--- config.mk ---
export PLATFORM = sky130hd
export DESIGN_NAME = width_loopback_top
export DESIGN_NICKNAME = d
export VERILOG_FILES = /design/src/hdl/width_adapt_pkg.sv /design/src/hdl/adapter_fsm.sv /design/src/hdl/lane_counter.sv /design/src/hdl/lane_packer.sv /design/src/hdl/lane_unpacker.sv /design/src/hdl/skid_buffer.sv /design/src/hdl/width_loopback_top.sv
export SDC_FILE = /design/constraint.sdc
export NUM_CORES = 1
export LEC_CHECK = 0
export BUFFER_PORTS_ARGS = -buffer_cell sky130_fd_sc_hd__buf_2
export CAP_MARGIN = 40
export CORE_UTILIZATION = 56
export DETAILED_ROUTE_END_ITERATION = 6
export PLACE_DENSITY = 0.75
export SKIP_CTS_REPAIR_TIMING = 1
export SYNTH_ARGS = -nofsm -noshare
export SYNTH_HDL_FRONTEND = slang
export SYNTH_HIERARCHICAL = 1
export SYNTH_SLANG_ARGS = --single-unit
export TNS_END_PERCENT = 30
--- constraint.sdc ---
create_clock -name clk -period 3 [get_ports clk]
set_input_delay 0.15 -clock clk [delete_from_list [all_inputs] [get_ports clk]]
set_output_delay 0.15 -clock clk [all_outputs]
set_load 0.005 [all_outputs]
--- src/hdl/width_adapt_pkg.sv ---
package width_adapt_pkg;

  localparam int lane_count = 8;  // Byte lanes per wide beat
  localparam int lane_width = 8;

  typedef logic [2:0] lane_idx_t;

  typedef struct packed {
    logic [lane_width-1:0] data;
    logic                  last;
    logic                  user;  // Packet error flag
  } narrow_beat_t;

  typedef struct packed {
    logic [lane_count*lane_width-1:0] data;
    logic [lane_count-1:0]            keep;  // Contiguous from lane 0
    logic                             last;
    logic                             user;
  } wide_beat_t;

  typedef enum logic [1:0] {
    st_idle    = 2'd0,
    st_collect = 2'd1,  // Pack direction only
    st_emit    = 2'd2
  } adapt_state_e;

endpackage

--- src/hdl/adapter_fsm.sv ---
`timescale 1ns/10ps

module adapter_fsm
  import width_adapt_pkg::*;
#(
  parameter bit expand = 1'b1  // 1 packs narrow to wide, 0 unpacks
) (
  input  logic clk,
  input  logic rst,
  input  logic up_valid,
  input  logic up_last,
  output logic up_ready,
  output logic dn_valid,
  input  logic dn_ready_early,
  input  logic lane_last,
  input  logic at_end,
  output logic cnt_load,
  output logic cnt_step,
  output logic cnt_clear,
  output logic capture,
  output logic emit
);

  adapt_state_e state;
  adapt_state_e state_next;
  logic         up_ready_next;
  logic         dn_ready;  // Same register as the skid buffer's in_ready
  logic         up_hs;
  logic         dn_hs;

  assign up_hs    = up_valid & up_ready;
  assign dn_valid = (state == st_emit);
  assign dn_hs    = dn_valid & dn_ready;
  assign capture  = up_hs;
  assign emit     = dn_hs;

  always_comb begin
    state_next    = state;
    up_ready_next = 1'b0;
    cnt_load      = 1'b0;
    cnt_step      = 1'b0;
    cnt_clear     = 1'b0;
    case (state)
      st_idle: begin
        up_ready_next = 1'b1;
        if (up_hs) begin
          if (!expand) begin
            up_ready_next = 1'b0;
            state_next    = st_emit;
          end else if (up_last) begin
            cnt_clear     = 1'b1;  // One byte packet
            up_ready_next = dn_ready_early;
            state_next    = st_emit;
          end else begin
            cnt_step   = 1'b1;
            state_next = st_collect;
          end
        end
      end
      st_collect: begin
        if (!expand) begin
          state_next = st_idle;
        end else begin
          up_ready_next = 1'b1;
          if (up_hs) begin
            if (at_end || up_last) begin
              cnt_clear     = 1'b1;
              up_ready_next = dn_ready_early;
              state_next    = st_emit;
            end else begin
              cnt_step = 1'b1;
            end
          end
        end
      end
      st_emit: begin
        if (expand) begin
          up_ready_next = dn_ready_early;  // Keeps up_ready equal to dn_ready
          if (dn_hs && up_hs) begin
            if (up_last) begin
              cnt_clear = 1'b1;
            end else begin
              cnt_load      = 1'b1;  // New byte went to lane 0
              up_ready_next = 1'b1;
              state_next    = st_collect;
            end
          end else if (dn_hs) begin
            up_ready_next = 1'b1;
            state_next    = st_idle;
          end
        end else begin
          if (dn_hs && lane_last) begin
            cnt_clear = 1'b1;
            if (!up_hs) begin
              up_ready_next = 1'b1;
              state_next    = st_idle;
            end
          end else if (dn_hs) begin
            cnt_step = 1'b1;
          end else begin
            // Final lane waiting; it surely leaves next cycle if ready is on its way
            up_ready_next = dn_ready_early & lane_last;
          end
        end
      end
      default: begin
        state_next = st_idle;
      end
    endcase
  end

  always_ff @(posedge clk) begin
    if (rst) begin
      state    <= st_idle;
      up_ready <= 1'b0;
      dn_ready <= 1'b0;
    end else begin
      state    <= state_next;
      up_ready <= up_ready_next;
      dn_ready <= dn_ready_early;
    end
  end

  // The emit state is left only through a downstream handshake
  emit_held: assert property (@(posedge clk) disable iff (rst)
    state == st_emit && !emit |=> state == st_emit);

  // A held beat is only overwritten as it leaves
  capture_frees: assert property (@(posedge clk) disable iff (rst)
    capture && state == st_emit |-> emit);

endmodule

--- src/hdl/lane_counter.sv ---
`timescale 1ns/10ps

module lane_counter
  import width_adapt_pkg::*;
(
  input  logic      clk,
  input  logic      rst,
  input  logic      load,
  input  logic      step,
  input  logic      clear,
  input  lane_idx_t load_val,
  output lane_idx_t idx,
  output logic      at_end
);

  always_ff @(posedge clk) begin
    if (rst || clear) begin
      idx <= '0;
    end else if (load) begin
      idx <= load_val;
    end else if (step) begin
      idx <= idx + 1'b1;
    end
  end

  assign at_end = (idx == lane_idx_t'(lane_count - 1));  // Top lane

  step_load_excl: assert property (@(posedge clk) disable iff (rst)
    !(step && load));

  // Both halves close a beat by clearing, never by wrapping
  no_wrap: assert property (@(posedge clk) disable iff (rst)
    step |-> !at_end);

endmodule

--- src/hdl/lane_packer.sv ---
`timescale 1ns/10ps

module lane_packer
  import width_adapt_pkg::*;
(
  input  logic         clk,
  input  logic         rst,
  input  narrow_beat_t in_beat,
  input  logic         capture,
  input  lane_idx_t    idx,
  output wide_beat_t   wide
);

  logic [lane_count*lane_width-1:0] data_q;
  logic [lane_count-1:0]            keep_q;
  logic [lane_count-1:0]            lane_bit;
  logic                             last_q;
  logic                             user_q;

  assign lane_bit = lane_count'(1) << idx;

  always_ff @(posedge clk) begin
    if (capture) begin
      data_q[idx*lane_width +: lane_width] <= in_beat.data;
    end
  end

  always_ff @(posedge clk) begin
    if (rst) begin
      keep_q <= '0;
      last_q <= 1'b0;
      user_q <= 1'b0;
    end else if (capture) begin
      keep_q <= ((idx == '0) ? '0 : keep_q) | lane_bit;  // Lane 0 starts a new beat
      last_q <= in_beat.last;  // Closing byte wins
      user_q <= in_beat.user;
    end
  end

  assign wide = '{data: data_q, keep: keep_q, last: last_q, user: user_q};

  // Lanes fill in order, so the lane below is always written first
  fill_in_order: assert property (@(posedge clk) disable iff (rst)
    capture && idx != '0 |-> keep_q[idx - 1'b1]);

endmodule

--- src/hdl/lane_unpacker.sv ---
`timescale 1ns/10ps

module lane_unpacker
  import width_adapt_pkg::*;
(
  input  logic         clk,
  input  logic         rst,
  input  wide_beat_t   wide,
  input  logic         capture,
  input  lane_idx_t    idx,
  output narrow_beat_t narrow,
  output logic         lane_last
);

  logic [lane_count*lane_width-1:0] data_q;
  logic [lane_count-1:0]            keep_q;
  logic                             last_q;
  logic                             user_q;
  lane_idx_t                        next_idx;

  always_ff @(posedge clk) begin
    if (capture) begin
      data_q <= wide.data;
    end
  end

  always_ff @(posedge clk) begin
    if (rst) begin
      keep_q <= '0;
      last_q <= 1'b0;
      user_q <= 1'b0;
    end else if (capture) begin
      keep_q <= wide.keep;
      last_q <= wide.last;
      user_q <= wide.user;
    end
  end

  assign next_idx  = idx + 1'b1;
  assign lane_last = (idx == lane_idx_t'(lane_count - 1)) || !keep_q[next_idx];

  // Flags only ride on the final byte of the beat
  assign narrow = '{
    data: data_q[idx*lane_width +: lane_width],
    last: last_q & lane_last,
    user: user_q & lane_last
  };

  keep_contig: assert property (@(posedge clk) disable iff (rst)
    capture |=> keep_q[0] && ((keep_q & (keep_q + 1'b1)) == '0));

endmodule

--- src/hdl/skid_buffer.sv ---
`timescale 1ns/10ps

module skid_buffer #(
  parameter int width = 8
) (
  input  logic             clk,
  input  logic             rst,
  input  logic [width-1:0] in_data,
  input  logic             in_valid,
  output logic             in_ready,
  output logic             in_ready_early,
  output logic [width-1:0] out_data,
  output logic             out_valid,
  input  logic             out_ready
);

  logic [width-1:0] main_data;
  logic [width-1:0] temp_data;
  logic             temp_valid;

  // Ready next cycle if the sink drains or one entry is guaranteed free
  assign in_ready_early = out_ready | (~temp_valid & ~out_valid) | (~temp_valid & ~in_valid);

  assign out_data = main_data;

  always_ff @(posedge clk) begin
    if (rst) begin
      in_ready   <= 1'b0;
      out_valid  <= 1'b0;
      temp_valid <= 1'b0;
    end else begin
      in_ready <= in_ready_early;
      if (in_ready) begin
        if (out_ready || !out_valid) begin
          out_valid <= in_valid;
        end else begin
          temp_valid <= in_valid;  // Sink stalled, park in temp
        end
      end else if (out_ready) begin
        out_valid  <= temp_valid;
        temp_valid <= 1'b0;
      end
    end
  end

  always_ff @(posedge clk) begin
    if (in_ready) begin
      if (out_ready || !out_valid) begin
        main_data <= in_data;
      end else begin
        temp_data <= in_data;
      end
    end else if (out_ready) begin
      main_data <= temp_data;
    end
  end

  hold_stable: assert property (@(posedge clk) disable iff (rst)
    out_valid && !out_ready |=> out_valid && $stable(out_data));

endmodule

--- src/hdl/width_loopback_top.sv ---
`timescale 1ns/10ps

module width_loopback_top
  import width_adapt_pkg::*;
(
  input  logic         clk,
  input  logic         rst,
  input  narrow_beat_t in_beat,
  input  logic         in_valid,
  output logic         in_ready,
  output narrow_beat_t out_beat,
  output logic         out_valid,
  input  logic         out_ready
);

  lane_idx_t    pk_idx;
  logic         pk_at_end;
  logic         pk_load;
  logic         pk_step;
  logic         pk_clear;
  logic         pk_capture;
  logic         pk_valid;
  logic         pk_ready_early;
  wide_beat_t   pk_wide;
  wide_beat_t   mid_wide;
  logic         mid_valid;
  logic         mid_ready;
  lane_idx_t    un_idx;
  logic         un_at_end;
  logic         un_load;
  logic         un_step;
  logic         un_clear;
  logic         un_capture;
  logic         un_valid;
  logic         un_ready_early;
  logic         un_lane_last;
  narrow_beat_t un_narrow;

  adapter_fsm #(.expand(1'b1)) pack_fsm (
    .clk(clk), .rst(rst),
    .up_valid(in_valid), .up_last(in_beat.last), .up_ready(in_ready),
    .dn_valid(pk_valid), .dn_ready_early(pk_ready_early),
    .lane_last(1'b0), .at_end(pk_at_end),
    .cnt_load(pk_load), .cnt_step(pk_step), .cnt_clear(pk_clear),
    .capture(pk_capture), .emit()
  );

  lane_counter pk_cnt (
    .clk(clk), .rst(rst), .load(pk_load), .step(pk_step), .clear(pk_clear),
    .load_val(lane_idx_t'(1)), .idx(pk_idx), .at_end(pk_at_end)
  );

  lane_packer packer_i (
    .clk(clk), .rst(rst), .in_beat(in_beat), .capture(pk_capture),
    .idx(pk_idx), .wide(pk_wide)
  );

  skid_buffer #(.width($bits(wide_beat_t))) mid_skid (
    .clk(clk), .rst(rst),
    .in_data(pk_wide), .in_valid(pk_valid), .in_ready(), .in_ready_early(pk_ready_early),
    .out_data(mid_wide), .out_valid(mid_valid), .out_ready(mid_ready)
  );

  adapter_fsm #(.expand(1'b0)) unpack_fsm (
    .clk(clk), .rst(rst),
    .up_valid(mid_valid), .up_last(mid_wide.last), .up_ready(mid_ready),
    .dn_valid(un_valid), .dn_ready_early(un_ready_early),
    .lane_last(un_lane_last), .at_end(un_at_end),
    .cnt_load(un_load), .cnt_step(un_step), .cnt_clear(un_clear),
    .capture(un_capture), .emit()
  );

  lane_counter up_cnt (
    .clk(clk), .rst(rst), .load(un_load), .step(un_step), .clear(un_clear),
    .load_val('0), .idx(un_idx), .at_end(un_at_end)
  );

  lane_unpacker unpacker_i (
    .clk(clk), .rst(rst), .wide(mid_wide), .capture(un_capture),
    .idx(un_idx), .narrow(un_narrow), .lane_last(un_lane_last)
  );

  skid_buffer #(.width($bits(narrow_beat_t))) out_skid (
    .clk(clk), .rst(rst),
    .in_data(un_narrow), .in_valid(un_valid), .in_ready(), .in_ready_early(un_ready_early),
    .out_data(out_beat), .out_valid(out_valid), .out_ready(out_ready)
  );

endmodule

After elaboration in Yosys (flattened, before gate mapping)
Cells that the tools add are included.

storage, ports and cells
  input bits = 14
  register bits = 334
  word-level logic and storage cells = 165

operators by class
  equal/unequal tests = 17
  reduce and logical (&&, ||, !) cells = 26
  shifts and indexed selects = 4
  add/subtract/negate cells = 3
  $lt $le $gt $ge = 1
  mux-type cells = 65
  bitwise logic cells = 24

operator list
  kind                       count
  $mux W74                   3
  $bwmux W64                 1
  $shift A8 B34 Y64 const A  1
  $shiftx A64 B7 Y8          1
  $shiftx A8 B34 Y64         1
  $mux W1                    40
  $neg A6 Y34                1
  $mux W10                   3
  $mux W2                    10
  $reduce_and A2 Y1          6
  $and A1 B1 Y1              11
  $ne A2 B1 Y1 const B       5
  $ne A2 B2 Y1 const B       5
  $mux W8                    1
  $not A1 Y1                 8
  $or A8 B8 Y8               1
  $shl A1 B3 Y8 const A      1
  $add A3 B1 Y3 const B      2
  $eq A3 B3 Y1 const B       2
  $logic_or A1 B1 Y1         6
  $ne A3 B3 Y1 const B       2
  $pmux W1 S3                2
  $pmux W2 S3                1
  $reduce_bool A2 Y1         3
  14 further kinds           23

Depth between registers and ports, before layout
Gate-level depths: netlist (run 1).

  depth in word-level cells = 9
  mapped depth = 9

By module
Netlist (run 1), hierarchy kept.

modules (own cells, without submodules)
  module                     times used  area each (um^2)  cells each
  skid_buffer at mid_skid    1           5522.8            248
  lane_packer                1           3042.9            226
  lane_unpacker              1           2940.3            137
  skid_buffer at out_skid    1           922.1             49
  lane_counter               2           168.9             15
  adapter_fsm at pack_fsm    1           265.3             34
  adapter_fsm at unpack_fsm  1           148.9             15
  width_loopback_top         1           7.5               2

Worst setup path before layout (run 1)
Ideal clock, no wire load.

  path type = register to register
  from = reg, netlist name pk_cnt/idx[0]
  to = reg packer_i.data_q[48] (enable)
  path slack = 20 ps
  library setup time = 383 ps
  data required time = 2617 ps
  stages on the path, launching flop included = 10
  arrival time = 2597 ps
  cell sequence = dfxtp_1 buf_2 buf_2 inv_1 ha_1 ha_1 nand2b_1 buf_2 buf_2 nor3_1

RTL lines
  what                             line               source
  to (signal, indexed assignment)  lane_packer.sv:24  data_q[idx*lane_width +: lane_width] <= in_beat.data;
  to (decl)                        lane_packer.sv:14  logic [lane_count*lane_width-1:0] data_q;

Worst setup path after layout (run 1)
  from = reg up_cnt.idx[0]
  to = reg up_cnt.idx[2]

between the ends
  elaborated cells on any way between the ends = 12

RTL lines
  what                           line                      source
  from (decl)                    lane_counter.sv:12        output lane_idx_t idx,
  from (signal assigned)         lane_counter.sv:20        idx <= load_val;
  from (signal assigned)         lane_counter.sv:22        idx <= idx + 1'b1;
  $add A3 B1 Y3                  lane_unpacker.sv:39       assign next_idx = idx + 1'b1;
  $bmux W1 S3                    lane_unpacker.sv:40       assign lane_last = (idx == lane_idx_t'(lane_count - 1)) || !keep_q[next_idx];
  $mux W1 (implied by the code)  lane_unpacker.sv:40
  $logic_not A1 Y1               lane_unpacker.sv:40
  $logic_or A1 B1 Y1 (*)         lane_unpacker.sv:40
  named net un_lane_last         width_loopback_top.sv:36  logic un_lane_last;
  $logic_and A1 B1 Y1 (*)        adapter_fsm.sv:92         if (dn_hs && lane_last) begin
  $mux W1 (*)                    adapter_fsm.sv:92
  $mux W1 (*)                    -
  named net un_step              width_loopback_top.sv:31  logic un_step;

The timed path passes the listed nets; every way through them passes the cells marked *. The select of a mux whose other input is x is not followed.
A chain may end at the register's enable or synchronous reset.

==> impl_metrics.ini, run 1 <==
[outcome]
status = complete, no violations

[floorplanning]
std_cell_rows = 55
core-area_um2 = 22800
design.die.area_um2 = 24200
initial_util_pct = 57.7
die_width_um = 155
fp.dieH_um = 155
pin_count = 26

[sta]
number_of_endpoints_failing_setup_at_the_final_stage = 0
hold_viol = 0
min_period_ns = 2.48
setup_skew_ns = 0.0185
timing.final.ws_setup_ns = 0.519
slew_headroom_pct = 48.3
rsz_0062_raised_after_global_routing = no
setup_tns_ns = 0
finalCritPeriodShare_pct = 82.7
fmaxAchievable_ghz = 0.403
max_slew_violations = 0
worst_pin_slew_ns = 0.775

[clock_network]
clkSlewWorstSetupHoldPaths_ns = 0.06
clock_root_buffer_master = clkbuf_16
tritoncts.num_buffers = 34
cts.sink_count = 335
cts_tree = yes
worstSkewPairLatency_ns = 0.51
htree_num_levels = 2
maximum_number_of_buffers_from_clock_root_to_sink = 3

[setup_path]
cp_max_fo = 4
crit_path_frequent_cell = ha_1
cell_family_with_the_largest_share_of_critical_path_delay = simple AND/OR/NAND/NOR gates
cp_slowest_cell = a221oi_1
crit_arrival_ns = 2.88
crit_path_max_incr_delay_ns = 0.38
timing_worst_setup_path_type = register to register
critPathBufInv = 0
start_kind = register
critical_path.endpoint_type = register
worstPathCellList = ha_1 -> ha_1 -> and2_1 -> a221oi_1 -> nand2_1 -> and2b_1 -> mux2_1 -> o211a_1
cp.required_ns = 3.40

[drt]
detail_route.first_pass.iterations = 6
route.final.wire_length_mm = 23.2
drt-wirelength-per-cell_um = 20.5
drc = 0
route.vias.total = 6457
drt-initial-drc-count = 533
via_per_inst = 5.72
route.antenna.remaining_nets = 0

[yosys]
synthFlopType = edfxtp_1
synth_enable_flop_cells = 296
yosys_register_bits = 335
synth_seq_area_share_pct = 73.3
synth_cell_types = 61
synthesis.area_per_instance_um2 = 17.8
syn_inst = 741
async_flop_share_pct = 0
yosysWarningCount = 6
syn-cell-area_um2 = 13200

[global_routing]
initial_antenna_violation_count = 0
grt_overflow_total = 0
grt.total_usage_pct = 20.2
global_route_wire_length_before_repair_mm = 36.7
vias_in_the_first_global_route = 6474
grt_max_degree = 80

[power_and_ir_drop]
peak_supply_drop_v = 0.000407
total_leakage_power_nw = 4.86
p_per_area_nw_per_um2 = 668

[placement]
finalWeightedCongestion = 0.822
preCtsSetupSlack_ns = 0.548
place.detailed.hpwl_mm = 14.9
port_buffers = 25

[worst_hold_path]
hold_class = input port to register

[layout]
area_delta_synth_final_pct = 12.6
nNetsFinal = 817
final_layout_size_suffix_gt1_share_pct = 27.6
mostFrequentLayoutCell = edfxtp_1
mostFrequentLayoutCells = edfxtp_1 (296), mux2_2 (75), nor2_1 (58)
antenna_cells = 0

[run]
cap_violations = 0
==> per-layer routing <==
| layer | part of all wire (%) | GRT usage, % |
|---|---|---|
| met1 | 45 | 28.3 |
| met2 | 48 | 32.4 |
| met3 | 5.3 | 3.59 |
| met4 | 2.0 | 6.30 |
| met5 | 0 | 0 |
==> sequential cells by signal (all words and copies together) (netlist names), 2 cells and up, named ones only <==
name / count
up_cnt/idx: 3
packer_i/keep_q: 7
unpacker_i/data_q: 64
mid_skid/out_data: 74
unpacker_i/keep_q: 8
pk_cnt/idx: 3
out_skid/out_data: 10
mid_skid/temp_data: 74
packer_i/data_q: 64
out_skid/temp_data: 10
pack_fsm/state: 2
==> cells in the mapped netlist, drive strengths merged (2+ instances only) <==
cell type | count | area share (%)
a21boi | 2 | 0.11
ha | 12 | 1.1
nor2 | 58 | 1.7
nor4 | 32 | 1.9
clkbuf | 7 | 0.20
inv | 22 | 0.63
xor2 | 2 | 0.13
a21oi | 8 | 0.33
mux2i | 14 | 1.1
a221oi | 3 | 0.29
nand2b | 14 | 0.66
nor2b | 10 | 0.53
or2 | 7 | 0.33
a31oi | 3 | 0.14
and2 | 6 | 0.30
conb | 3 | 0.085
mux4 | 17 | 3.2
buf | 32 | 1.9
o21bai | 2 | 0.14
a211oi | 2 | 0.15
o32ai | 9 | 0.71
o211a | 6 | 0.46
o21ai | 2 | 0.076
nor3 | 4 | 0.15
dfxtp | 39 | 5.9
a21o | 3 | 0.17
edfxtp | 296 | 67
or3 | 2 | 0.095
nand3b | 5 | 0.28
nand2 | 11 | 0.33
mux2 | 96 | 8.7
and3 | 2 | 0.13
==> cell type report <==
class                           count  area, um2
Timing Repair Buffer               49        360
Fill cell                        1504       8000
Tap cell                          313        392
Clock buffer                       44        952
Sequential cell                   335       9670
Inverter                           22       82.6
Clock inverter                     17        210
Multi-Input combinational cell    349       3180
==> logic make-up (layout without fill, tap and decap cells) <==
family / count (synthesis) / count (layout) / synth area share [%]
other: 3 / 7 / 0.0854
muxes: 127 / 127 / 12.9
buffers and inverters: 61 / 132 / 2.69
adders and majority gates: 12 / 12 / 1.14
xor gates and xnor gates: 2 / 2 / 0.133
DFF: 335 / 335 / 73.3
AOI/OAI and AO/OA: 42 / 42 / 2.72
and+or+nand+nor: 159 / 159 / 6.98
==> worst register-to-register path: cells and delay by family, from the launching register on <==
kind | cells | cell delay [ns]
AOI/OAI and AO/OA | 2 | 0.59
adders and majority gates | 2 | 0.49
DFF | 1 | 0.31
and+or+nand+nor | 3 | 0.63
muxes | 1 | 0.35
==> worst paths after layout <==
| check | from | cells past startpoint | slack [ns] | to |
|---|---|---|---|---|
| hold reg to reg | mid_skid/out_data[37] | 0 | 0.41 | unpacker_i/data_q[27] |
| setup reg to reg | up_cnt/idx[0] | 8 | 0.52 | up_cnt/idx[2] |
| setup / recovery | up_cnt/idx[0] | 8 | 0.52 | up_cnt/idx[2] |
| hold / removal | out_ready | 3 | 0.004 | out_skid/out_valid |
==> power breakdown <==
group          internal (mW)  total (mW)  switching, mW
Combinational          0.179       0.415          0.236
Sequential              5.14        5.19         0.0469
Clock                   2.67        4.31           1.64
Total                   8.00        9.92           1.92
==> per-stage QoR <==
step / std cells / total power, mW / utilization, % / hold slack, ns / instance area, um2
3_5_place_dp: 1066 / 5.70 / 59.8 / 0.405 / 13700
4_1_cts: 1127 / 9.99 / 64.9 / -0.124 / 14800
2_1_floorplan: 745 / 5.59 / - / 0.212 / 13200
3_3_place_gp: 1066 / 5.68 / 59.8 / 0.397 / 13700
6_report: 1129 / 9.92 / 65.0 / 0.00376 / 14800
5_1_grt: 1129 / 10.2 / 65.0 / 0.00849 / 14800
No activity file was read; power rests on OpenSTA's default activity.
==> inputs of run 2 (changes only) <==
--- a/config.mk
+++ b/config.mk
@@ -5,6 +5,7 @@
 export SDC_FILE = /design/constraint.sdc
 export NUM_CORES = 1
 export LEC_CHECK = 0
+export ABC_AREA = 1
 export BUFFER_PORTS_ARGS = -buffer_cell sky130_fd_sc_hd__buf_2
 export CAP_MARGIN = 40
 export CORE_UTILIZATION = 56
==> constraint.sdc (replaced) <==
create_clock -name clk -period 2.2 [get_ports clk]
set_input_delay 0.11 -clock clk [delete_from_list [all_inputs] [get_ports clk]]
set_output_delay 0.11 -clock clk [all_outputs]
set_load 0.005 [all_outputs]
==> run 2 against run 1 <==
  * The run now ends with hold timing left
  * Synthesized cell count is 54% higher
  * Die area is 1.2% higher
  * Sequential share of layout area is 0.70 points lower
  * Wire length is 4.8% higher
  * Sequential power is 38% higher
  * Largest cell class unchanged
==> impl_metrics.ini, run 2 <==
[sta]
number_of_endpoints_failing_setup_at_the_final_stage = 0
worst_pin_slew_ns = 0.820
min_period_ns = 2.05
timing.final.ws_setup_ns = 0.150
slew_headroom_pct = 45.1
hold_viol = 2
rsz_0062_raised_after_global_routing = no
fmaxAchievable_ghz = 0.488
max_slew_violations = 0
hold_ws_ns = -0.0371
setup_skew_ns = 0.0153
finalCritPeriodShare_pct = 93.2

[yosys]
yosysWarningCount = 6
syn_inst = 1139
synthesis.area_per_instance_um2 = 11.7
syn-cell-area_um2 = 13300

[run]
cap_violations = 0

[setup_path]
cp_slowest_cell = ha_1
crit_path_frequent_cell = ha_1
timing_worst_setup_path_type = register to register
crit_path_max_incr_delay_ns = 0.43
critical_path.endpoint_type = register
critical_path.reg2reg.startpoint = pk_cnt/idx[0]
cp_max_fo = 9
crit_arrival_ns = 2.26
critPathLaunch = pk_cnt/idx[0]
cp.required_ns = 2.41
worstPathCellList = inv_1 -> ha_1 -> ha_1 -> nor2_4 -> inv_2 -> nor3_1 -> buf_4
cell_family_with_the_largest_share_of_critical_path_delay = adder cells
critPathBufInv = 3
start_kind = register

[layout]
finish.cell_count_without_fillers = 1536
mostFrequentLayoutCell = nand2_1
area_delta_synth_final_pct = 12.5
antenna_cells = 0
nNetsFinal = 1219
nFillCells = 1733
final_layout_size_suffix_gt1_share_pct = 12.5
mostFrequentLayoutCells = nand2_1 (375), edfxtp_1 (296), nor2_1 (133)

[placement]
preCtsSetupSlack_ns = 0.158
place.detailed.hpwl_mm = 16.8
finalWeightedCongestion = 0.891
port_buffers = 25
place_inst = 1474

[clock_network]
htree_num_levels = 2
maximum_number_of_buffers_from_clock_root_to_sink = 3
cts.sink_count = 335
clkSlewWorstSetupHoldPaths_ns = 0.06
cts_tree = yes
tritoncts.num_buffers = 34
clock_root_buffer_master = clkbuf_16
worstSkewPairLatency_ns = 0.50

[power_and_ir_drop]
peak_supply_drop_v = 0.000520
p_per_area_nw_per_um2 = 906
total_leakage_power_nw = 6.00

[drt]
route.final.wire_length_mm = 24.3
route.vias.total = 8046
drt-wirelength-per-cell_um = 15.8
drt-initial-drc-count = 801
drc = 0
route.antenna.remaining_nets = 0
detail_route.first_pass.iterations = 6
via_per_inst = 5.24

[floorplanning]
die_width_um = 156
design.die.area_um2 = 24500
fp.dieH_um = 156
std_cell_rows = 56
pin_count = 26
initial_util_pct = 57.0
core-area_um2 = 23400

[outcome]
status = finished with violations
failed_checks = hold timing

[global_routing]
vias_in_the_first_global_route = 7655
grt_max_degree = 77
grt_util_met2_pct = 34.0
grt.total_usage_pct = 20.9
grt_overflow_total = 0
initial_antenna_violation_count = 0
globalRouteMet1Util_pct = 28.1
busiest_layer = met2
global_route_wire_length_before_repair_mm = 38.9
grtUsageMet3_pct = 4.07

[worst_hold_path]
hold_path.startpoint = out_ready
hold_class = input port to register
[run 2: cell types whose count changed in the layout (fill, tap and decap cells not counted), moves of 27 or more]
| cell | previous run | this run |
|---|---|---|
| inv_1 | 22 | 49 |
| mux2_2 | 75 | 0 |
| nand2_1 | 10 | 375 |
| nand3_1 | 1 | 43 |
| nor2_1 | 58 | 133 |
| o21ai_1 | 0 | 28 |
[run 2: path summary, 6_finish.rpt]
path / depth (start not counted) / endpoint / slack (ns)
worst min register to register: 0 / unpacker_i/data_q[50] / 0.42
worst min-delay path: 6 / out_skid/temp_valid / -0.04
worst max-delay path: 7 / packer_i/data_q[2] / 0.15
worst max register to register: 7 / packer_i/data_q[2] / 0.15
[run 2: tightest hold or removal path, stage by stage]
cell and delay, ns:
buf_2 0.09, nand2_1 0.06, nand2_1 0.05, nand2_1 0.04, inv_1 0.04, nor2_1 0.03
[run 2: metrics by stage]
step	hold WS (ns)	TNS (ns)	power (mW)	utilization, %	cell area [um2]
after CTS	-0.145	0	13.7	64.1	15000
final	-0.0371	0	13.6	64.1	15000
after global routing	0.0138	0	14.1	64.1	15000
after detailed placement	0.387	0	7.95	59.2	13800
after global placement	0.370	0	7.93	59.2	13800
after floorplan	0.172	-23.21	7.76	-	13400
[run 2: report_power, final]
group	switching, mW	leakage, nW	internal, mW
Sequential	0.0762	3.38	7.09
Clock	2.25	0.550	3.54
Combinational	0.467	2.06	0.191
[run 2: final cells by class]
type                       count  area (um2)  area share, %
clock buffer                  45         956           6.37
clock inverter                15         184           1.23
inverter                      60         236           1.58
multi-input combinational    701        3130           20.8
sequential                   335        9670           64.4
tap                          319         399           2.66
timing repair buffer          61         438           2.92
[run 2: layer usage]
layer | vias to the layer above | share of wire, %
li1 | 3937 | -
met1 | 3768 | 44
met2 | 287 | 47
met3 | 54 | 6.5
met4 | 0 | 2.6
met5 | - | 0
